**config.mk**
```make
export PLATFORM = sky130hd
export DESIGN_NAME = input_port_mux
export DESIGN_NICKNAME = d
export VERILOG_FILES = /design/src/rtl/sys_io_pkg.sv /design/src/rtl/sys_bus_pkg.sv /design/src/rtl/input_port_mux.sv
export SDC_FILE = /design/constraint.sdc
export NUM_CORES = 1
export LEC_CHECK = 0
export BUFFER_PORTS_ARGS = -buffer_cell sky130_fd_sc_hd__buf_4
export CAP_MARGIN = 25
export CORE_AREA = 8 8 148 150
export DETAILED_ROUTE_END_ITERATION = 6
export DIE_AREA = 0 0 156 158
export SLEW_MARGIN = 20
export SYNTH_ARGS = -nofsm -noshare
export SYNTH_HDL_FRONTEND = slang
export SYNTH_SLANG_ARGS = --single-unit
```
**constraint.sdc**
```tcl
create_clock -name vclk -period 2.59
set_clock_uncertainty 0.2 [all_clocks]
set_input_delay 0.259 -clock vclk [all_inputs]
set_output_delay 0.259 -clock vclk [all_outputs]
set_load 0.01 [all_outputs]
```
**src/rtl/sys_io_pkg.sv**
```systemverilog
package sys_io_pkg;

	// bytes readable from each controller source
	// 6 devices, 32 buttons each
	localparam logic [4:0] JOY_BYTES = 5'd24;
	// 6 devices, Y in the high byte, X in the low byte
	localparam logic [4:0] ANALOG_BYTES = 5'd12;
	// 6 devices, one byte each
	localparam logic [4:0] PADDLE_BYTES = 5'd6;
	// key code plus extended, pressed and toggle bits
	localparam logic [4:0] PS2_BYTES = 5'd2;
	// seconds count plus change toggle
	localparam logic [4:0] TS_BYTES = 5'd5;

	// 24 MHz clocks per millisecond
	localparam logic [14:0] MS_PRESCALE = 15'd24000;

	// millisecond count width
	localparam int TIMER_W = 16;

	// everything the host can sample from the controllers
	typedef struct packed {
		// joystick buttons, device 0 in the low bits
		logic [191:0] joystick;
		// left analog sticks
		logic [95:0] analog;
		// paddle positions 0..255
		logic [47:0] paddle;
		// [8] extended, [9] pressed, [10] toggles per event
		logic [10:0] ps2_key;
		// [31:0] seconds, [32] toggles per change
		logic [32:0] timestamp;
	} ctrl_inputs_t;

endpackage

```
**src/rtl/sys_bus_pkg.sv**
```systemverilog
package sys_bus_pkg;

	// data path width of the system bus
	localparam int BYTE_W = 8;

	// work RAM address width, 16 KiB
	localparam int WKRAM_AW = 14;

	// memory mapped input pages, upper address byte
	localparam logic [7:0] PAGE_JOYSTICK = 8'h81;
	localparam logic [7:0] PAGE_ANALOG = 8'h82;
	// paddle page, 0x84
	localparam logic [7:0] PAGE_PADDLE = 8'h84;
	localparam logic [7:0] PAGE_PS2_KEY = 8'h86;
	localparam logic [7:0] PAGE_TIMESTAMP = 8'h88;
	localparam logic [7:0] PAGE_TIMER = 8'h89;

	// pause trigger, 0x8A30 to 0x8A3F
	localparam logic [11:0] PAUSE_PREFIX = 12'h8A3;

	// work RAM, 0xC000 to 0xFFFF
	localparam logic [1:0] WKRAM_PREFIX = 2'd3;

	// apb request from the host side
	typedef struct packed {
		logic psel;
		logic penable;
		logic pwrite;
		logic [15:0] paddr;
		logic [BYTE_W-1:0] pwdata;
	} apb_req_t;

	// apb response back to the host
	typedef struct packed {
		logic [BYTE_W-1:0] prdata;
		logic pready;
		logic pslverr;
	} apb_rsp_t;

	// decoded address regions
	typedef enum logic [3:0] {
		REG_NONE,
		REG_JOYSTICK,
		REG_ANALOG,
		REG_PADDLE,
		REG_PS2_KEY,
		REG_TIMESTAMP,
		REG_TIMER,
		REG_PAUSE,
		REG_WKRAM
	} region_t;

endpackage
```
**src/rtl/input_port_mux.sv**
```systemverilog
`timescale 1ns/1ps

module input_port_mux (
	input sys_bus_pkg::region_t region,
	input logic [4:0] byte_index,
	input sys_io_pkg::ctrl_inputs_t ctrl_in,
	output logic [sys_bus_pkg::BYTE_W-1:0] port_byte
);
	import sys_bus_pkg::*;
	import sys_io_pkg::*;

	logic [BYTE_W-1:0] joy_byte;
	logic [BYTE_W-1:0] analog_byte;
	logic [BYTE_W-1:0] paddle_byte;
	logic [BYTE_W-1:0] ps2_byte;
	logic [BYTE_W-1:0] ts_byte;

	// byte idx of a source, lsb first, zero past its length
	function automatic logic [BYTE_W-1:0] pick_byte(
		input logic [191:0] src,
		input logic [4:0] idx,
		input logic [4:0] count
	);
		logic [191:0] shifted;
		shifted = src >> {idx, 3'b000};
		if (idx < count)
			pick_byte = shifted[BYTE_W-1:0];
		else
			pick_byte = '0;
	endfunction

	// narrower sources widened with zeros
	assign joy_byte = pick_byte(ctrl_in.joystick, byte_index, JOY_BYTES);
	assign analog_byte = pick_byte(192'(ctrl_in.analog), byte_index, ANALOG_BYTES);
	assign paddle_byte = pick_byte(192'(ctrl_in.paddle), byte_index, PADDLE_BYTES);
	// upper ps2 byte holds only 3 flag bits
	assign ps2_byte = pick_byte(192'(ctrl_in.ps2_key), byte_index, PS2_BYTES);
	// top timestamp byte carries just the toggle
	assign ts_byte = pick_byte(192'(ctrl_in.timestamp), byte_index, TS_BYTES);

	// source select by page
	always_comb
	begin
		case (region)
			REG_JOYSTICK:
				port_byte = joy_byte;
			REG_ANALOG:
				port_byte = analog_byte;
			REG_PADDLE:
				port_byte = paddle_byte;
			REG_PS2_KEY:
				port_byte = ps2_byte;
			REG_TIMESTAMP:
				port_byte = ts_byte;
			// timer, pause, ram and unmapped
			default:
				port_byte = '0;
		endcase
	end

endmodule

```
# [Word-level counts from Yosys, hierarchy flattened]
# Index checks and enable logic that the tools add are counted.
[totals] register_bits=0 in_bits=389 out_inout_bits=8 word_cells=21
[op_classes] order_cmp=5 eq_ne=5 n_shift=5 n_mux=6
[op_table] op="right shift 192 x 8 -> 8 bit" n=1
[op_table] op="right shift 96 x 8 -> 8 bit" n=1
[op_table] op="right shift 48 x 8 -> 8 bit" n=1
[op_table] op="two-way mux 8 bit" n=5
[op_table] op="case mux 8 bit (5 select lines)" n=1
[op_table] op="right shift 33 x 8 -> 8 bit" n=1
[op_table] op="right shift 11 x 8 -> 8 bit" n=1
[op_table] op="< comparator 5 x 3 -> 1 bit, second input constant" n=2
[op_table] op="equality test 4 x 2 -> 1 bit, second input constant" n=2
[op_table] op="equality test 4 x 3 -> 1 bit, second input constant" n=2
[op_table] op="< comparator 5 x 2 -> 1 bit, second input constant" n=1
[op_table] op="< comparator 5 x 4 -> 1 bit, second input constant" n=1
[op_table] op="< comparator 5 bit, second input constant" n=1
[op_table] op="equality test 4 x 1 -> 1 bit, second input constant" n=1

# [Longest topological paths before layout]
[depth] word_depth=3 mapped_depth=9 depth_no_buf=5

# [Worst setup path after synthesis]
# No wires, ideal clock.
[synth_timing] path_kind="input to output" from="input byte_index[0]" to="output port_byte[2] (netlist name)" arrival_time_ns=1.786 setup_slack_ns=0.345 cell_stages=7 path_cell_list="buf_6 > buf_12 > buf_2 > mux4_2 > nor2b_1 > nor4_1 > nand4_1"
[synth_via] elab_chain_len=3 word_cells_on_any_way=16 cone_classes="order compare (5); shift (5); mux (6)"
[synth_lines] item="start, declared" line="input_port_mux.sv:5" text="input logic [4:0] byte_index,"
[synth_lines] item="right shift 192 x 8 -> 8 bit (tied with other cells)" line="input_port_mux.sv:25" text="shifted = src >> {idx, 3'b000};"
[synth_lines] item="two-way mux 8 bit" line="input_port_mux.sv:26" text="if (idx < count)"
[synth_lines] item="case mux 8 bit (5 select lines) (*)" line="input_port_mux.sv:44" text="case (region)"
[synth_lines] item="end, declared" line="input_port_mux.sv:7" text="output logic [sys_bus_pkg::BYTE_W-1:0] port_byte"
# Mark *: on every way between the ends. The rest lies on a longest branch, timed or not.

# [Final worst setup path]
[layout_timing] from="input byte_index[0]" to="output port_byte[0] (netlist name)"
# The elaborated chain is that of the path after synthesis.

==> flow_metrics.env <==
export IMPL_status="finished, final reports clean"
export IMPL_power_mw=1.09
export IMPL_syn_num_nets=683
export IMPL_die_height_um=158
export IMPL_initialDrtViolationCount=255
export IMPL_drc=0
export IMPL_layout_commonest_cell="buf_4"
export IMPL_regArea_um2=0
export IMPL_syn_area_um2=3310
export IMPL_port_buffers=397
export IMPL_clockBufferCount=0
export IMPL_cp_start_kind="input pin"
export IMPL_synth_seq_area_share=0
export IMPL_layout_common_cells="buf_4 (474), mux4_2 (87), nand4_1 (25)"
export IMPL_instances_no_fill=1019
export IMPL_vias=4889
export IMPL_grt_pass1_vias=5497
export IMPL_hold_violations=0
export IMPL_seq_cells=0
export IMPL_core_um2=19700
export IMPL_drtAntennaViolNets=0
export IMPL_p_per_area_nw_per_um2=147
export IMPL_wirelength_um=25400
export IMPL_synth_cell_types=41
export IMPL_grt_use_total=0.187
export IMPL_post_drt_wl_per_cell_um=25.0
export IMPL_synthCells=294
export IMPL_hp_class="in -> out"
export IMPL_post_route_util=0.378
export IMPL_antenna_cells=0
export IMPL_min_path_cells=4
export IMPL_placed_area_um2=7050
export IMPL_fmaxAchievable_mhz=393
export IMPL_period_share=0.983
export IMPL_hpwl_um=22200
export IMPL_grt_max_degree=50
export IMPL_row_count=52
export IMPL_finalCriticalPeriod_ns=2.55
export IMPL_worstPathRequired_ns=2.13
export IMPL_place_gp_congestion=0.925
export IMPL_grt_pass1_wl_um=34300
export IMPL_setup_violations=0
export IMPL_first_pass_iters=4
export IMPL_grt_antenna_before_repair=0
export IMPL_design_area_um2=7460
export IMPL_max_cap_violations=0
export IMPL_via_per_inst=4.80
export IMPL_synthToLayoutAreaGrowth_pct=125
export IMPL_total_leakage_power_nw=3.43
export IMPL_die_area_um2=24600
export IMPL_critical_path_class="in -> out"
export IMPL_dp_cells=994
export IMPL_num_nets_final=1140
export IMPL_critical_path_arrival_ns=2.09
export IMPL_ir_worst_vdd_mv=0.0575
export IMPL_drv_slew=0
export IMPL_nFillCells=2016
export IMPL_die_x_um=156
export IMPL_slew_headroom=0.678
export IMPL_synth_warnings=0
export IMPL_whs_endpoint="port_byte[4]"
export IMPL_end_kind="primary output"
export IMPL_crit_path_max_fanout=10
export IMPL_worst_slew_pin_slew_ns=0.477
export IMPL_start_util=0.168
export IMPL_drive_above_1_share=0.804
export IMPL_avgSynthCellArea_um2=11.3
export IMPL_overflow=0
export IMPL_io_pins=397
export IMPL_hold_start="ctrl_in[37]"
[layer usage]
metal  wire length (µm)  GRT usage
met1              10100      0.229
met2              13100      0.342
met3               2000     0.0448
met4                142    0.00878
met5                  0          0
[area by class of cell]
type | count | area [µm²] | share of cell area
timing repair buffer | 490 | 3880 | 0.520
multi-input combinational | 252 | 3220 | 0.431
tap | 270 | 338 | 0.0453
inverter | 7 | 26.3 | 0.00352
[cell usage after synthesis (3+ instances only)]
cell | instances | share of area
a2111oi_2 | 3 | 0.014
a221oi_1 | 3 | 0.0079
a22oi_1 | 3 | 0.0068
and3_1 | 3 | 0.0057
buf_1 | 4 | 0.0045
buf_2 | 10 | 0.015
buf_4 | 3 | 0.0068
buf_6 | 6 | 0.020
clkbuf_1 | 10 | 0.011
inv_1 | 7 | 0.0079
mux2i_1 | 18 | 0.054
mux4_2 | 87 | 0.59
nand2_1 | 16 | 0.018
nand3_1 | 23 | 0.035
nand4_1 | 25 | 0.047
nor2_1 | 13 | 0.015
nor2b_1 | 12 | 0.023
nor3_1 | 3 | 0.0045
o2111ai_1 | 4 | 0.011
o21ai_0 | 8 | 0.012
o22ai_1 | 4 | 0.0075
[worst max-delay path by stage]
stage	start	endpoint	cells past startpoint
finish	byte_index[0]	port_byte[0]	7
global route	byte_index[0]	port_byte[0]	7
CTS	byte_index[0]	port_byte[0]	8
detailed placement	byte_index[0]	port_byte[5]	9
global placement	byte_index[0]	port_byte[5]	9
floorplan	byte_index[0]	port_byte[2]	7
[where the power goes]
| group | switching (mW) | internal, mW |
|---|---|---|
| clock | 0 | 0 |
| sequential | 0 | 0 |
| combinational | 0.355 | 0.740 |
[repair_timing]
action | CTS | global route
pin swaps | 5 | 14
hold buffers | 0 | 0
setup endpoints to repair | 8 | 8
gates cloned | 0 | 2
buffers inserted | 7 | 17
resized for setup | 13 | 21
[worst max-delay path, stage by stage]
cell and delay (ns):
buf_16 0.12, buf_16 0.14, buf_6 0.13, mux4_2 0.50
a22o_1 0.24, or4_1 0.52, buf_4 0.16
[metrics by stage]
stage | worst slack (ns) | hold WS, ns | TNS (ns)
after floorplan | 0.345 | 0.485 | 0
after global placement | -0.286 | 0.674 | -0.788
after detailed placement | -0.266 | 0.668 | -0.893
after CTS | 0.000930 | 0.668 | 0
after global routing | -0.00178 | 0.689 | -0.00178
final | 0.0440 | 0.663 | 0
[cell families (layout without fill, tap and decap cells)]
| group | after synthesis | count (layout) | share of synthesized area |
|---|---|---|---|
| AOI/OAI and AO/OA | 38 | 38 | 0.0898 |
| and+or+nand+nor | 107 | 107 | 0.180 |
| muxes | 107 | 107 | 0.652 |
| buffers and inverters | 42 | 497 | 0.0781 |
Power figures use the tool's default switching activity.
