$ cat config.mk
export PLATFORM = sky130hd
export DESIGN_NAME = apb_decoder
export DESIGN_NICKNAME = d
export VERILOG_FILES = /design/src/rtl/sys_bus_pkg.sv /design/src/rtl/apb_decoder.sv
export SDC_FILE = /design/constraint.sdc
export NUM_CORES = 1
export LEC_CHECK = 0
export BUFFER_PORTS_ARGS = -buffer_cell sky130_fd_sc_hd__buf_2
export CAP_MARGIN = 20
export CORE_ASPECT_RATIO = 1.2
export CORE_UTILIZATION = 36
export CTS_CLUSTER_SIZE = 24
export DETAILED_ROUTE_END_ITERATION = 10
export MAX_ROUTING_LAYER = met4
export PLACE_DENSITY = 0.73
export SLEW_MARGIN = 20
export SYNTH_ARGS = -nofsm -noshare
export SYNTH_HDL_FRONTEND = slang
export SYNTH_SLANG_ARGS = --single-unit
$ cat constraint.sdc
create_clock -name clk_24 -period 2.35 [get_ports clk_24]
set_input_delay 0.705 -clock clk_24 [delete_from_list [all_inputs] [get_ports clk_24]]
set_output_delay 0.705 -clock clk_24 [all_outputs]
set_load 0.01 [all_outputs]
$ cat src/rtl/sys_bus_pkg.sv
package sys_bus_pkg;

	// data path width of the system bus
	localparam int BYTE_W = 8;

	// work RAM address width, 16 KiB
	localparam int WKRAM_AW = 14;

	// memory mapped input pages, upper address byte
	localparam logic [7:0] PAGE_JOYSTICK = 8'h81;
	localparam logic [7:0] PAGE_ANALOG = 8'h82;
	// paddle page, 0x84
	localparam logic [7:0] PAGE_PADDLE = 8'h84;
	localparam logic [7:0] PAGE_PS2_KEY = 8'h86;
	localparam logic [7:0] PAGE_TIMESTAMP = 8'h88;
	localparam logic [7:0] PAGE_TIMER = 8'h89;

	// pause trigger, 0x8A30 to 0x8A3F
	localparam logic [11:0] PAUSE_PREFIX = 12'h8A3;

	// work RAM, 0xC000 to 0xFFFF
	localparam logic [1:0] WKRAM_PREFIX = 2'd3;

	// apb request from the host side
	typedef struct packed {
		logic psel;
		logic penable;
		logic pwrite;
		logic [15:0] paddr;
		logic [BYTE_W-1:0] pwdata;
	} apb_req_t;

	// apb response back to the host
	typedef struct packed {
		logic [BYTE_W-1:0] prdata;
		logic pready;
		logic pslverr;
	} apb_rsp_t;

	// decoded address regions
	typedef enum logic [3:0] {
		REG_NONE,
		REG_JOYSTICK,
		REG_ANALOG,
		REG_PADDLE,
		REG_PS2_KEY,
		REG_TIMESTAMP,
		REG_TIMER,
		REG_PAUSE,
		REG_WKRAM
	} region_t;

endpackage
$ cat src/rtl/apb_decoder.sv
`timescale 1ns/1ps

module apb_decoder (
	input logic clk_24,
	input logic reset,
	input sys_bus_pkg::apb_req_t apb_req,
	input logic pause_system,
	input logic [7:0] port_byte,
	input logic [15:0] timer_count,
	input logic [7:0] ram_rdata,
	output sys_bus_pkg::apb_rsp_t apb_rsp,
	output sys_bus_pkg::region_t region,
	output logic timer_clear,
	output logic pause_set,
	output logic ram_we
);
	import sys_bus_pkg::*;

	logic ready;
	logic xfer_done;
	logic rd_only;
	logic acc_err;
	logic wr_ok;
	logic [BYTE_W-1:0] rd_mux;
	// registered response state
	logic pready_q;
	logic pslverr_q;
	logic rd_ram_q;
	logic [BYTE_W-1:0] prdata_q;

	// page and prefix decode
	always_comb
	begin
		region = REG_NONE;
		if (apb_req.paddr[15:14] == WKRAM_PREFIX)
			region = REG_WKRAM;
		else if (apb_req.paddr[15:4] == PAUSE_PREFIX)
			region = REG_PAUSE;
		else
		begin
			case (apb_req.paddr[15:8])
				PAGE_JOYSTICK: region = REG_JOYSTICK;
				PAGE_ANALOG: region = REG_ANALOG;
				PAGE_PADDLE: region = REG_PADDLE;
				PAGE_PS2_KEY: region = REG_PS2_KEY;
				PAGE_TIMESTAMP: region = REG_TIMESTAMP;
				PAGE_TIMER: region = REG_TIMER;
				default: region = REG_NONE;
			endcase
		end
	end

	// controller pages cannot be written
	assign rd_only = region inside {REG_JOYSTICK, REG_ANALOG, REG_PADDLE, REG_PS2_KEY,
		REG_TIMESTAMP};
	// unmapped space errors on any access
	assign acc_err = (region == REG_NONE) || (apb_req.pwrite && rd_only);

	// read data for everything except work RAM
	always_comb
	begin
		case (region)
			REG_JOYSTICK, REG_ANALOG, REG_PADDLE, REG_PS2_KEY, REG_TIMESTAMP:
				rd_mux = port_byte;
			// addr bit 0 picks the timer byte
			REG_TIMER:
				rd_mux = apb_req.paddr[0] ? timer_count[15:8] : timer_count[7:0];
			default:
				rd_mux = '0;
		endcase
	end

	// any pause source holds the bus
	assign ready = pready_q && !pause_system;
	assign xfer_done = apb_req.psel && apb_req.penable && ready;

	// strobes fire on the completing edge only
	assign wr_ok = xfer_done && apb_req.pwrite && !acc_err;
	assign timer_clear = wr_ok && (region == REG_TIMER);
	assign pause_set = wr_ok && (region == REG_PAUSE);
	assign ram_we = wr_ok && (region == REG_WKRAM);

	always_ff @(posedge clk_24)
	begin
		if (reset || xfer_done)
		begin
			pready_q <= 1'b0;
			pslverr_q <= 1'b0;
			rd_ram_q <= 1'b0;
			prdata_q <= '0;
		end
		else if (apb_req.psel && !pause_system)
		begin
			// setup or stalled access, answer next cycle
			pready_q <= 1'b1;
			pslverr_q <= acc_err;
			rd_ram_q <= !apb_req.pwrite && (region == REG_WKRAM);
			prdata_q <= (acc_err || apb_req.pwrite) ? '0 : rd_mux;
		end
		else
		begin
			pready_q <= 1'b0;
			pslverr_q <= 1'b0;
			rd_ram_q <= 1'b0;
			prdata_q <= '0;
		end
	end

	// ram data arrives a cycle after its address
	assign apb_rsp.prdata = rd_ram_q ? ram_rdata : prdata_q;
	assign apb_rsp.pready = ready;
	assign apb_rsp.pslverr = pslverr_q && !pause_system;

endmodule

# Word-level counts from Yosys, hierarchy flattened
# Cells that the tools add are included.
dict set report word_totals {
  reg_bits 11
  input_bits 62
  output_inout_bits 17
  elab_cells 51
}
dict set report op_classes {
  eq_ne 16
  n_mux 7
  n_bitwise 1
  reduce_logical 23
}
# operator count
set op_table {}
lappend op_table {{8-bit == test, second input constant} 6}
lappend op_table {{3-bit one-hot mux with 6 select lines} 1}
lappend op_table {{4-bit by 3-bit == test with 1-bit output, second input constant} 4}
lappend op_table {{8-bit 2-to-1 mux} 2}
lappend op_table {{8-bit one-hot mux with 2 select lines} 1}
lappend op_table {{12-bit == test, second input constant} 1}
lappend op_table {{1-bit logical AND} 12}
lappend op_table {{4-bit by 2-bit == test with 1-bit output, second input constant} 2}
lappend op_table {{5-bit nonzero test} 1}
lappend op_table {{5-bit OR reduction} 1}
lappend op_table {{4-bit by 1-bit == test with 1-bit output, second input constant} 1}
lappend op_table {{4-bit == test, second input constant} 1}
lappend op_table {{4-bit zero test} 1}
lappend op_table {{4-bit 2-to-1 mux} 1}
lappend op_table {{1-bit zero test} 3}
lappend op_table {{1-bit logical OR} 3}
lappend op_table {{3-bit 2-to-1 mux} 1}
lappend op_table {{3-bit OR reduction} 1}
lappend op_table {{2-bit == test, second input constant} 1}
lappend op_table {{2-bit OR reduction} 1}
lappend op_table {{1-bit 2-to-1 mux} 1}
lappend op_table {{1-bit NOT} 1}

# Longest topological paths before layout
dict set report depth {
  word_depth 11
  ltp_mapped 6
  ltp_nobuf 5
}

# Worst setup path after synthesis
# OpenSTA, ideal clock, no wires.
dict set report synth_path {
  path_kind {in2out}
  start {input port apb_req[22] (netlist name)}
  end {output port pause_set}
  arrival_ns 1.802
  required_time_ns 1.645
  slack_ns -0.157
  stages 3
  n_path_buf 0
  path_cell_list {or4b_1 -> nand2b_1 -> nor3_1}
}
dict set report synth_via {
  elab_chain_len 11
  elab_cells_between_ends 24
  classes_between {eq/ne (14); mux (3); reduce/logical (7)}
}
# item line_no
set synth_lines {}
lappend synth_lines {{start: declaration} apb_decoder.sv:6} ;# input sys_bus_pkg::apb_req_t apb_req,
lappend synth_lines {{8-bit == test} apb_decoder.sv:41} ;# case (apb_req.paddr[15:8])
lappend synth_lines {{3-bit one-hot mux with 6 select lines} apb_decoder.sv:41}
lappend synth_lines {{3-bit 2-to-1 mux} apb_decoder.sv:37} ;# else if (apb_req.paddr[15:4] == PAUSE_PREFIX)
lappend synth_lines {{4-bit 2-to-1 mux (*)} apb_decoder.sv:35} ;# if (apb_req.paddr[15:14] == WKRAM_PREFIX)
lappend synth_lines {{4-bit by 1-bit == test with 1-bit output, or another cell as far along} apb_decoder.sv:54} ;# assign rd_only = region inside {REG_JOYSTICK, REG_ANALOG, REG_PADDLE, REG_PS2_KEY,
lappend synth_lines {{5-bit nonzero test} apb_decoder.sv:54}
lappend synth_lines {{1-bit logical AND} apb_decoder.sv:57} ;# assign acc_err = (region == REG_NONE) || (apb_req.pwrite && rd_only);
lappend synth_lines {{1-bit logical OR} apb_decoder.sv:57}
lappend synth_lines {{1-bit zero test} apb_decoder.sv:78} ;# assign wr_ok = xfer_done && apb_req.pwrite && !acc_err;
lappend synth_lines {{1-bit logical AND} apb_decoder.sv:78}
lappend synth_lines {{1-bit logical AND (*)} apb_decoder.sv:80} ;# assign pause_set = wr_ok && (region == REG_PAUSE);
lappend synth_lines {{end: declaration} apb_decoder.sv:14} ;# output logic pause_set,
# Every way passes the cells marked *; elsewhere a longest branch is shown, timed or not.

# Final worst setup path
dict set report layout_path {
  start {input port apb_req[20] (netlist name)}
  end {output port timer_clear}
}
dict set report layout_via {
  elab_chain_len 11
  elab_cells_between_ends 23
  classes_between {eq/ne (13); mux (3); reduce/logical (7)}
}
# item line_no
set layout_lines {}
lappend layout_lines {{8-bit == test} apb_decoder.sv:41}
lappend layout_lines {{3-bit one-hot mux with 6 select lines} apb_decoder.sv:41}
lappend layout_lines {{3-bit 2-to-1 mux (*)} apb_decoder.sv:37}
lappend layout_lines {{4-bit 2-to-1 mux (*)} apb_decoder.sv:35}
lappend layout_lines {{4-bit by 1-bit == test with 1-bit output, or another cell as far along} apb_decoder.sv:54}
lappend layout_lines {{5-bit nonzero test} apb_decoder.sv:54}
lappend layout_lines {{1-bit logical AND} apb_decoder.sv:57}
lappend layout_lines {{1-bit logical OR} apb_decoder.sv:57}
lappend layout_lines {{1-bit zero test} apb_decoder.sv:78}
lappend layout_lines {{1-bit logical AND} apb_decoder.sv:78}
lappend layout_lines {{1-bit logical AND (*)} apb_decoder.sv:79} ;# assign timer_clear = wr_ok && (region == REG_TIMER);
lappend layout_lines {{end: declaration} apb_decoder.sv:13} ;# output logic timer_clear,
# Marks and branches as above.

==> impl_metrics.ini <==
[power_and_ir_drop]
p_clk_share_pct = 25.7
leakage_nw = 0.766
powerDensity_nw_per_um2 = 302
internal_power_mw = 0.338
pwr-share-comb_pct = 33.5
p_seq_share_pct = 40.8
sw_frac_of_total_pct = 27.5
power_switching_mw = 0.128
ir_drop_mv = 0.195

[layout]
stdcell_area_um2 = 1550
final_cell_mix = buf_2 (66), mux2_2 (16), nand2_1 (15), buf_4 (15)
antenna_cells = 0
syn2layout_area_growth_pct = 50.6
final_util_pct = 58.8
final_common_cell = buf_2
drive_gt1_share_pct = 53.6
nets = 270

[synthesis]
synth_seq_area_share_pct = 21.5
synth.distinct_cells = 36
synth_fp_nets = 193
synth_cells = 131
netlist_area_um2 = 1030
synth_area_per_cell_um2 = 7.83
synth-seq-cells = 11
yosysWarningCount = 0

[timing]
finalSetupViolCount = 5
hold-worst-slack_ns = 0.637
rsz0062_at_grt = yes
final.setup_skew_ns = 0.00446
worst_pin_slew_ns = 0.528
fmax_mhz = 392
setup_slack_ns = -0.198
hold_viol = 0
final_max_slew_viol_count = 0
finalCritPeriodShare_pct = 108
period_needed_ns = 2.55
relSlewSlack_pct = 64.5

[cts]
path_clk_slew_ns = 0.06
cts_buffers = 3
htreeDepth = 1
cts.sinks = 11
clockBufferDepth = 2
clock_insertion_delay_worst_skew_ns = 0.26
cts-root-buf = clkbuf_4
cts_hold_buf = 0
tritoncts = built

[setup_path]
cp.buffers_inverters = 2
ff2ff_setup_slack_ns = 0.76
cp-end-kind = primary output
cp.required_ns = 1.64
crit_type = primary input to primary output
critical_path_arrival_ns = 1.84
critical-path-top-delay-family = simple AND/OR/NAND/NOR gates
crit_path_top_delay_cell = or4b_4
critPathLaunchType = primary input
max_stage_delay_ns = 0.57
crit_chain = buf_6, or4b_4, nand2b_4, nor3_4, buf_2
worst-path-max-fanout = 4

[grt]
antenna_found_initial = 0
overflow = 0
grt_use_total_pct = 20.2
grt_max_degree = 13
grt_pass1_wl_um = 4680
grt_pass1_vias = 1189

[placed_design]
dpl.hpwl_um = 2500
place_ws_ns = -0.234
gp_congestion = 0.832
placed_area_um2 = 1480
portBuffers = 67

[routing]
drtIter0Drc = 24
drc = 0
antenna_left = 0
dr.pass1.iters = 4
wire_per_inst_um = 12.3
vias = 1301
postRouteWirelength_um = 2950
viasPerCell = 5.42

[run]
maxCapViolations = 0

[die]
die_area_um2 = 3070
io_pins = 79
initial_core_util_pct = 39.0
die_w_um = 50.7
die_h_um = 60.5
num_rows = 20
core_area_um2 = 2630

[status]
status = complete, but fails checks
violations = negative setup slack

[hold_path]
holdCritPathClass = flip-flop to flip-flop
-- logic make-up after synthesis --
| family | share of synthesized area (%) |
|---|---|
| flip-flops | 21.5 |
| AND/OR/NAND/NOR | 22.8 |
| AO/OA/AOI/OAI | 26.7 |
| buffers and inverters | 10.6 |
| XOR/XNOR | 0.854 |
| multiplexers | 17.6 |
-- power groups by stage --
stage | logic, mW | clock network, mW | registers (mW)
4_1_cts | 0.153 | 0.122 | 0.190
5_1_grt | 0.170 | 0.138 | 0.190
6_report | 0.156 | 0.120 | 0.190
3_5_place_dp | 0.150 | 0 | 0.194
3_3_place_gp | 0.143 | 0 | 0.194
2_1_floorplan | 0.0791 | 0 | 0.194
-- cells in the mapped netlist, drive strengths merged --
library cell   n  area (µm²)
inv           11        41.3
xnor2          1        8.76
nand4          1        6.26
a21o           1        7.51
or4b           1        10.0
o21ai          4        20.0
a211oi         9        67.6
nor2b          4        25.0
or4            1        7.51
clkinv         1        3.75
nand2         15        56.3
a31oi          8        50.1
and2b          1        10.0
or3            1        6.26
nand3b         1        7.51
mux2          16         180
clkbuf         4        15.0
and4bb         3        37.5
nor2           5        18.8
nor3           4        20.0
dfxtp         11         220
buf            7        48.8
nand2b         1        6.26
a2111oi        8        70.1
nor4           1        6.26
a21oi          6        33.8
nand3          1        5.00
o32a           1        10.0
a2bb2oi        1        8.76
o22ai          1        6.26
nand4bb        1        11.3
-- worst register-to-register path: stages, from the launching register on --
cell      delay [ns]
dfxtp_1         0.33
a21oi_1         0.15
nand2_1         0.11
or4_1           0.67
a211oi_1        0.24
-- stage by stage --
step	std cells	setup TNS, ns	power [mW]
after floorplan	131	-0.00632	0.273
after global placement	235	-0.792	0.337
after detailed placement	235	-0.881	0.344
after CTS	240	-0.692	0.465
after global routing	240	-0.830	0.498
final	240	-0.689	0.466
-- path summary, 6_finish.rpt --
path | start | to | cells after the start
worst min-delay path | pready_q$_SDFF_PP0_ | pready_q$_SDFF_PP0_ | 3
worst max-delay path | apb_req[20] | timer_clear | 5
worst max register to register | pready_q$_SDFF_PP0_ | prdata_q[7]$_SDFF_PP0_ | 4
worst min register to register | pready_q$_SDFF_PP0_ | pready_q$_SDFF_PP0_ | 3
-- per-layer routing --
metal,global-route usage [%],vias to the layer above,share of wire [%]
met5,-,-,0
met4,5.56,0,0.64
met3,3.51,4,6.0
met2,39.4,50,54
met1,20.5,601,39
li1,-,646,-
-- registers in the layout (all words and copies together) (netlist names) --
register and flops:
pready_q 1, pslverr_q 1, prdata_q 8, rd_ram_q 1
-- layout make-up --
cell class              count  area, µm²
inverters                  12       45.0
repair buffers             83        465
flip-flops and latches     11        220
well taps                  33       41.3
clock buffers               4       26.3
fillers                   249       1080
multi-input cells          97        747
-- what timing repair did --
action	4_1_cts	5_1_grt
resized for setup	4	1
setup endpoints to repair	5	5
pin swaps	4	1
setup buffers	1	0
Power figures use the tool's default switching activity.
