[src/rtl/sys_io_pkg.sv]
package sys_io_pkg;

	// bytes readable from each controller source
	// 6 devices, 32 buttons each
	localparam logic [4:0] JOY_BYTES = 5'd24;
	// 6 devices, Y in the high byte, X in the low byte
	localparam logic [4:0] ANALOG_BYTES = 5'd12;
	// 6 devices, one byte each
	localparam logic [4:0] PADDLE_BYTES = 5'd6;
	// key code plus extended, pressed and toggle bits
	localparam logic [4:0] PS2_BYTES = 5'd2;
	// seconds count plus change toggle
	localparam logic [4:0] TS_BYTES = 5'd5;

	// 24 MHz clocks per millisecond
	localparam logic [14:0] MS_PRESCALE = 15'd24000;

	// millisecond count width
	localparam int TIMER_W = 16;

	// everything the host can sample from the controllers
	typedef struct packed {
		// joystick buttons, device 0 in the low bits
		logic [191:0] joystick;
		// left analog sticks
		logic [95:0] analog;
		// paddle positions 0..255
		logic [47:0] paddle;
		// [8] extended, [9] pressed, [10] toggles per event
		logic [10:0] ps2_key;
		// [31:0] seconds, [32] toggles per change
		logic [32:0] timestamp;
	} ctrl_inputs_t;

endpackage

[src/rtl/ms_timer.sv]
`timescale 1ns/1ps

module ms_timer (
	input logic clk_24,
	input logic reset,
	input logic clear,
	output logic [sys_io_pkg::TIMER_W-1:0] count
);
	import sys_io_pkg::*;

	// last prescaler value before a tick
	localparam logic [14:0] PRESCALE_TOP = MS_PRESCALE - 15'd1;

	logic [14:0] prescale;
	logic tick;

	// one pulse per millisecond at 24 MHz
	assign tick = (prescale == PRESCALE_TOP);

	always_ff @(posedge clk_24)
	begin
		// host write to the timer page restarts from zero
		if (reset || clear)
		begin
			prescale <= '0;
			count <= '0;
		end
		else if (tick)
		begin
			prescale <= '0;
			// wraps after about 65 seconds
			count <= count + 1'b1;
		end
		else
		begin
			prescale <= prescale + 15'd1;
		end
	end

endmodule

[config.mk]
export PLATFORM = sky130hd
export DESIGN_NAME = ms_timer
export DESIGN_NICKNAME = d
export VERILOG_FILES = /design/src/rtl/sys_io_pkg.sv /design/src/rtl/ms_timer.sv
export SDC_FILE = /design/constraint.sdc
export NUM_CORES = 1
export LEC_CHECK = 0
export ABC_AREA = 1
export BUFFER_PORTS_ARGS = -buffer_cell sky130_fd_sc_hd__buf_4
export CAP_MARGIN = 10
export CORE_MARGIN = 2
export CORE_UTILIZATION = 57
export CTS_CLUSTER_DIAMETER = 100
export CTS_CLUSTER_SIZE = 20
export DETAILED_ROUTE_END_ITERATION = 10
export PLACE_DENSITY_LB_ADDON = 0.2
export SYNTH_ARGS = -nofsm -noshare
export SYNTH_HDL_FRONTEND = slang
export SYNTH_SLANG_ARGS = --single-unit
[constraint.sdc]
create_clock -name clk_24 -period 1.5 [get_ports clk_24]
set_clock_uncertainty 0.05 [all_clocks]
set_input_delay 0.3 -clock clk_24 [delete_from_list [all_inputs] [get_ports clk_24]]
set_output_delay 0.3 -clock clk_24 [all_outputs]
set_load 0.01 [all_outputs]
=== Word level (Yosys, flattened, before mapping) ===
Cells that the tools add are included.

* Add/subtract/negate cells: 2
* Multiply operators: 0
* Div/mod/pow operators: 0
* $lt $le $gt $ge: 0
* Equal/unequal tests: 1
* Shift-type cells: 0
* Mux-type cells: 0
* Bitwise logic cells: 0
* Reduce and logical (&&, ||, !) cells: 2

{| class="wikitable"
|+ Operators with widths
! cell !! number
|-
| adder 16 x 1 -> 16 bit (second input constant) || 1
|-
| adder 15 x 1 -> 15 bit (second input constant) || 1
|-
| == test 15 bit (second input constant) || 1
|-
| OR reduction 2 bit || 1
|-
| logical OR 1 bit || 1
|}

* Register bits: 31
* Latch bits: 0
* RAM bits: 0
* Memory bits (read-only): 0
* Input port bits: 3
* Output and inout port bits: 16
* Memories kept: 0

=== Longest topological paths before layout ===
Gate-level depths: netlist of the first run.

* Word-level depth: 2
* Gate-level depth with buffers: 10

=== Worst setup path after synthesis of the first run ===
OpenSTA, ideal clock, no wires.

* Path type: reg2reg
* Start point: register prescale[0]
* End point: register prescale[9]
* Arrival time: 1270 ps
* Data required time: 1380 ps
* Setup slack: 110 ps
* Stages on the path, launching flop included: 10
* Cells stage by stage: dfxtp_1 > ha_1 > nand3_1 > inv_2 > nand2_1 > inv_2 > nand2_2 > nand2_2 > buf_4 > a21oi_1

* Cells in the longest elaborated chain, start to end: 2
* Elaborated cells between the ends (all ways): 3
* Those cells by class: 1 x add/sub; 1 x eq/ne; 1 x reduce/logical

{| class="wikitable"
|+ RTL lines
! item !! RTL line !! source
|-
| start: declaration || ms_timer.sv:14 || <nowiki>logic [14:0] prescale;</nowiki>
|-
| start signal: assignment || ms_timer.sv:36 || <nowiki>prescale <= prescale + 15'd1;</nowiki>
|-
| parallel branches: the longest is 2 deep, another holds adder 15 x 1 -> 15 bit || n/a ||
|}

Parallel ways; which one is timed is not known.
A chain may end at the register's enable or synchronous reset.

=== Worst setup path after layout of the first run ===
* Start point: register prescale[1]
* End point: register count[2] (netlist name)

* Cells in the longest elaborated chain, start to end: 1

{| class="wikitable"
|+ RTL lines
! item !! RTL line !! source
|-
| == test 15 bit || ms_timer.sv:18 || <nowiki>assign tick = (prescale == PRESCALE_TOP);</nowiki>
|-
| end signal: assignment || ms_timer.sv:32 || <nowiki>count <= count + 1'b1;</nowiki>
|-
| end: declaration || ms_timer.sv:7 || <nowiki>output logic [sys_io_pkg::TIMER_W-1:0] count</nowiki>
|}

No other way between the ends.

==> summary.md, run 1 <==
| Metric | Value |
|---|---|
| Final worst path period share | 92.6% |
| Post-Synth Adder-Cell Area | 1.53% |
| Reg area | 633 um2 |
| Top cells by area, synth | dfxtp_1 38%, nand2_1 17%, nor2_1 11%, nand3_1 7.6%, a21oi_1 5.5% |
| Num rows | 19 |
| Via count | 1,606 |
| Status | completed |
| Switching Fraction | 24.7% |
| CP Data Arrival Time | 1.60 ns |
| Initial Util | between 50% and 60% |
| Worst slew pin tran | 0.440 ns |
| Synth Instances | approximately 260 |
| Final WS setup | 0.110 ns |
| CP required | between 1.5 and 2 ns |
| Routed len/inst | 10.8 um |
| DIE WIDTH | 57.6 um |
| XOR/XNOR Fraction of Synth Area | 3.74% |
| Area of the multi-input gates | 930 um2 |
| Post-placement worst setup slack | 0.0389 ns |
| CP Max Fanout | 6 |
| CTS tree | yes |
| Synth Area in Simple Gates | 41.7% |
| Synth Register Bits | 31 |
| Combinational share of power | 2.6% |
| Worst R2R End | count[2] |
| CTS HTree Levels | 2 |
| Most frequent cell after synthesis | nand2_1 |
| Largest family of logic cells by synthesized area | simple AND/OR/NAND/NOR gates |
| Clock Latency Late Sink | 0.35 ns |
| Final Hold Viols | 0 |
| Crit start category | flip-flop |
| Core area | 2730 um2 |
| HP Start | reset |
| Initial antenna violation count | 0 |
| Routed Antenna Nets | 0 |
| Relative slew margins | 70.5% |
| Static Leak | 0.732 nW |
| Maximum operating frequency | just over 0.7 GHz |
| Final setup fails | 0 |
| Fraction of registers with async set/reset | 0% |
| Synth top area share | 37.9% |
| TritonRoute pass-1 iters | 4 |
| Clk sinks | 31 |
| Yosys top cell by area | dfxtp_1 |
| Gr ovfl total | 0 |
| P_sw | 334 uW |
| Number of setup buffers added after CTS | 0 |
| Post-synthesis cell type count | 22 |
| HP Class | input port to flip-flop |
| Root Buffer | clkbuf_4 |
| Final Wtd Congestion | ~0.83 |
| Seq/Total Area, Yosys | 37.9% |
| Synth Area in Compound Gates | 6.88% |
| Drt first-iter violations | 48 |
| Max Cap Viol | 0 |
| Tot GR Track Use | 23.1% |
| Hold EP | count[4] |
| Syn nets | 260 |
| Ys Warns | 0 |
| EDFF count, synth | 0 |
| Ys flop type | dfxtp_1 |
| Final Max Tran Viols | 0 |
| Die area | 3320 um2 |
| VDD IR max | 0.000704 V |
| ANT cells | 0 |
| Critical path endpoint category | flip-flop |
| PD cells | 690 nW/um2 |
| Worst R2R Path Depth | 9 |
| Final #Nets | 290 |
| First-pass GRT wire length | around 5700 um |
| Total Wirelength | 3440 um |
| Synth Cell Area | 1640 um2 |
| R2R setup slack | roughly 0.11 ns |
| Bufs on Longest Clock Path | 2 |
| Number of global-route vias before repair | 1,379 |
| Largest net degree at the start of global routing | 14 |
| Syn avg cell area | ~6.4 um2 |
| DRC viols | 0 |
| Mux cell area share after synthesis | 0% |
| WHS Path Cells | 4 |
| Vias/cell | 5.07 |
| Ports | 19 |
| Crit path time final | 1.39 ns |
| RR Startpoint | prescale[1] |
| Synth-to-layout area growth | 19.9% |
| FILL cells | between 200 and 250 |
| WS Path Type | flip-flop to flip-flop |
| Sequential cell fraction of total power | 61.1% |
| Fin Hold WS | about 0.22 ns |
| CTS buffer count | 5 |
| Die Span Y | about 58 um |
| Reg clk slew, reported paths | 0.10 ns |
| Commonest cells in the netlist | 74 x nand2_1, 46 x nor2_1, 31 x dfxtp_1 |
| Number of buffers added on ports | 18 |
| Final HPWL DP | between 2000 and 2500 um |
| Clock power frac | 36.2% |
| Pint | 1.02 mW |
| Layout cells sized above 1 | 23.8% |
## final cells by class
cell class                      instances  share of cell area (%)
Inverter                               28                    5.35
Tap cell                               31                    1.98
Clock inverter                          2                   0.637
Timing Repair Buffer                   27                    10.3
Sequential cell                        31                    32.2
Clock buffer                            6                    2.10
Multi-Input combinational cell        192                    47.4
## worst max-delay path by stage
| stage | start | end | cells after the start |
|---|---|---|---|
| final | prescale[1] | count[2] | 9 |
| after detailed placement | prescale[0] | count[5] | 7 |
| after floorplan | prescale[0] | prescale[9] | 9 |
| after global routing | prescale[3] | count[4] | 9 |
| after CTS | prescale[0] | prescale[11] | 8 |
| after global placement | prescale[0] | count[8] | 7 |
## metrics by stage
stage	instances	cell area, um2	setup TNS, ns	util [%]	power, mW
floorplan	255	1640	0	-	0.868
global placement	309	1850	0	67.6	0.879
detailed placement	309	1850	0	67.6	0.880
CTS	317	1910	-0.0403	69.8	1.35
global route	317	1960	-0.0115	71.8	1.40
finish	317	1960	0	71.8	1.35
## registers in the layout, indices dropped and copies added (netlist names)
| name | flops |
|---|---|
| count | 16 |
| prescale | 15 |
## per-layer routing
layer	track usage [%]	routed length, um	vias to the layer above
met5	0	0	-
met4	13.0	99	0
met3	7.26	161	10
met2	34.1	1470	33
met1	29.9	1700	704
li1	-	-	859
## logic make-up (layout without fill, tap and decap cells)
logic type | after synthesis | in the layout
and+or+nand+nor | 161 | 161
buffers and inverters | 32 | 63
DFF | 31 | 31
AOI/OAI and AO/OA | 22 | 22
xor gates and xnor gates | 7 | 7
adders and majority gates | 2 | 2
## critical path, cell delays in order, from the launching register on
cell and delay, ns:
dfxtp_2 0.37, ha_4 0.16, nand3_2 0.10, inv_2 0.08
nand2_1 0.11, inv_2 0.07, nand2_2 0.07, buf_4 0.16
nand2_1 0.06, a21oi_1 0.06
## layout by cell type (no fill, tap or decap), types with 7 or more instances in the layout
cell type	n
dfxtp_2	10
nand2_1	74
dfxtp_1	21
xor2_1	7
nor2_1	43
nand3_1	23
inv_1	20
a21oi_1	18
inv_2	8
buf_4	27
## power groups by stage
stage	logic [mW]	registers, mW	clock network (mW)
after global placement	0.0332	0.846	0
after floorplan	0.0220	0.846	0
after global routing	0.0410	0.829	0.529
after CTS	0.0340	0.827	0.494
final	0.0358	0.828	0.491
after detailed placement	0.0338	0.846	0
## repair_timing
item,CTS,global route
pin swaps,0,1
hold buffers,0,0
setup endpoints to repair,6,30
endpoints found under the hold margin,0,0
resized for setup,1,20
Power figures use the tool's default switching activity.
==> inputs of run 2 (changes only) <==
--- a/config.mk
+++ b/config.mk
@@ -8,12 +8,14 @@
 export ABC_AREA = 1
 export BUFFER_PORTS_ARGS = -buffer_cell sky130_fd_sc_hd__buf_4
 export CAP_MARGIN = 10
+export CELL_PAD_IN_SITES_DETAIL_PLACEMENT = 0
+export CELL_PAD_IN_SITES_GLOBAL_PLACEMENT = 1
 export CORE_MARGIN = 2
-export CORE_UTILIZATION = 57
+export CORE_UTILIZATION = 40
 export CTS_CLUSTER_DIAMETER = 100
 export CTS_CLUSTER_SIZE = 20
 export DETAILED_ROUTE_END_ITERATION = 10
-export PLACE_DENSITY_LB_ADDON = 0.2
+export PLACE_DENSITY_LB_ADDON = 0.3
 export SYNTH_ARGS = -nofsm -noshare
 export SYNTH_HDL_FRONTEND = slang
 export SYNTH_SLANG_ARGS = --single-unit
==> run 2 against run 1 <==
Net effect: utilization is 18 points lower; first-iteration DRC count up 98%; design area is 8.7% higher; routed wire length up 10%; sequential cell count did not move; largest power group unchanged; combinational power grew 7.3%.
==> summary.md, run 2 (synthesized netlist as in run 1, its figures left out) <==
| Metric | Value |
|---|---|
| Status | completed |
| Final Max Tran Viols | 0 (unchanged) |
| VDD IR max | 0.000506 V (-28%) |
| CP Data Arrival Time | 1.58 ns (-0.02 ns) |
| Bufs on Longest Clock Path | 2 (unchanged) |
| DIE WIDTH | 68.0 um (+18%) |
| CP Max Fanout | 5 (-1) |
| Number of flip-flops in the largest register | 16 (unchanged) |
| Critical path endpoint category | flip-flop |
| Number of global-route vias before repair | 1,395 (+1.2%) |
| Final HPWL DP | 2690 um (+8.0%) |
| Maximum operating frequency | 0.690 GHz (-4.2%) |
| Clock Latency Late Sink | 0.28 ns (-0.07 ns) |
| Die Span Y | 68.0 um (+18%) |
| CP required | 1.63 ns (-0.08 ns) |
| Clk sinks | 31 (unchanged) |
| First-pass GRT wire length | 6010 um (+4.6%) |
| Register with the most flip-flops | count |
| Via count | 1,610 (+0.25%) |
| Die area | 4620 um2 (+39%) |
| Synth-to-layout area growth | 30.3% |
| Number of buffers added on ports | 18 (unchanged) |
| HP Class | input port to flip-flop |
| Layout cells sized above 1 | 26.3% (+2.5 points) |
| Post-placement worst setup slack | 0.00274 ns (-0.0362 ns) |
| Crit path time final | 1.45 ns (+0.0603 ns) |
| Core area | 3970 um2 (+45%) |
| Root Buffer | clkbuf_8 |
| Biggest regs | count: 16 flops, prescale: 15 flops |
| ANT cells | 0 (unchanged) |
| Static Leak | 0.798 nW (+9.0%) |
| CTS buffer count | 5 (unchanged) |
| Routed Antenna Nets | 0 (unchanged) |
| RSZ-0062 raised after global routing | yes |
| Relative slew margins | 79.0% (+8.5 points) |
| CTS tree | yes |
| Worst slew pin tran | 0.314 ns (-0.127 ns) |
| Reg clk slew, reported paths | 0.07 ns (-0.03 ns) |
| Gr ovfl total | 0 (unchanged) |
| Crit start category | flip-flop |
| Final Hold Viols | 0 (unchanged) |
| Vias/cell | 4.69 (-7.3%) |
| TritonRoute pass-1 iters | 4 (unchanged) |
| CTS HTree Levels | 2 (unchanged) |
| Final Wtd Congestion | 0.796 (-4.4%) |
| PD cells | 702 nW/um2 (+1.8%) |
| Routed len/inst | 11.1 um (+2.0%) |
| Final setup fails | 0 (unchanged) |
| Initial Util | 41.2% (-19 points) |
| Num rows | 23 (+4) |
| DRC viols | 0 (unchanged) |
| Largest net degree at the start of global routing | 21 (+7) |
| Final #Nets | 297 (+2.4%) |
| Commonest non-fill, non-tap cell in the layout | nand2_1 |
| Final worst path period share | 96.7% (+4.0 points) |
| Final WS setup | 0.0500 ns (-0.0603 ns) |
| Most frequent cells in the layout | 72 x nand2_1, 40 x nor2_1, 31 x buf_4 |
| Max Cap Viol | 0 (unchanged) |
| Tot GR Track Use | 17.7% (-5.4 points) |
| Ports | 19 (unchanged) |
| Total Wirelength | 3800 um (+10%) |
| Post-CTS Hold Fix Bufs | 0 (unchanged) |
| Initial antenna violation count | 0 (unchanged) |
| Setup TNS | 0 ns (unchanged) |
| Drt first-iter violations | 95 (+98%) |
| WS Path Type | flip-flop to flip-flop |
-- run 2: cell count changes in the layout (fill, tap and decap cells not counted), sizes merged --
cell,previous run,this run
clkinvlp,1,0
clkbuf,6,9
buf,27,32
-- run 2: stage by stage --
| step | power, mW | cells | cell area, um2 | hold WS (ns) | util [%] |
|---|---|---|---|---|---|
| 6_report | 1.50 | 343 | 2130 | 0.360 | 53.7 |
| 5_1_grt | 1.56 | 343 | 2130 | 0.392 | 53.7 |
| 4_1_cts | 1.51 | 339 | 1990 | 0.378 | 50.2 |
| 3_5_place_dp | 0.880 | 331 | 1910 | 0.393 | 48.0 |
| 3_3_place_gp | 0.880 | 331 | 1910 | 0.382 | 48.0 |
| 2_1_floorplan | 0.868 | 255 | 1640 | 0.367 | - |
-- run 2: critical path, stage by stage, from the launching register on --
cell and delay, ns:
dfxtp_2 0.36, ha_4 0.15, nand2_2 0.05, inv_2 0.08, nand3_4 0.09, nor2_4 0.22
clkbuf_16 0.19, nand3_1 0.06, nand2_1 0.06, nor2_1 0.04
-- run 2: layout make-up --
cell class | instances | area [um2]
clock buffer | 7 | 76.3
clock inverter | 1 | 5.00
fill | 401 | 1840
inverter | 28 | 105
multi-input combinational | 192 | 952
sequential | 31 | 629
tap | 50 | 62.6
timing repair buffer | 34 | 303
-- run 2: timing repair --
action                     4_1_cts  5_1_grt
buffers inserted                 0        2
cloned                           0        2
pin swaps                        0        6
resized for setup                1       24
setup endpoints to repair        1       31
hold endpoints to repair         0        0
-- run 2: final timing paths --
kind | cells after the start | from | slack, ns | to
max reg2reg | 9 | prescale[1] | 0.05 | count[11]
min | 4 | reset | 0.36 | prescale[1]
max | 9 | prescale[1] | 0.05 | count[11]
min reg2reg | 2 | prescale[13] | 0.42 | prescale[13]
-- run 2: layer usage --
layer,track usage [%],wire length [um]
met2,28.9,1770
met5,0,0
met1,21.3,1810
met4,9.50,90
met3,4.44,125
-- run 2: report_power, final --
part	internal (mW)	switching, mW	total [mW]
clock network	0.325	0.306	0.631
registers	0.826	0.00312	0.829
logic	0.0168	0.0216	0.0384
total	1.17	0.331	1.50
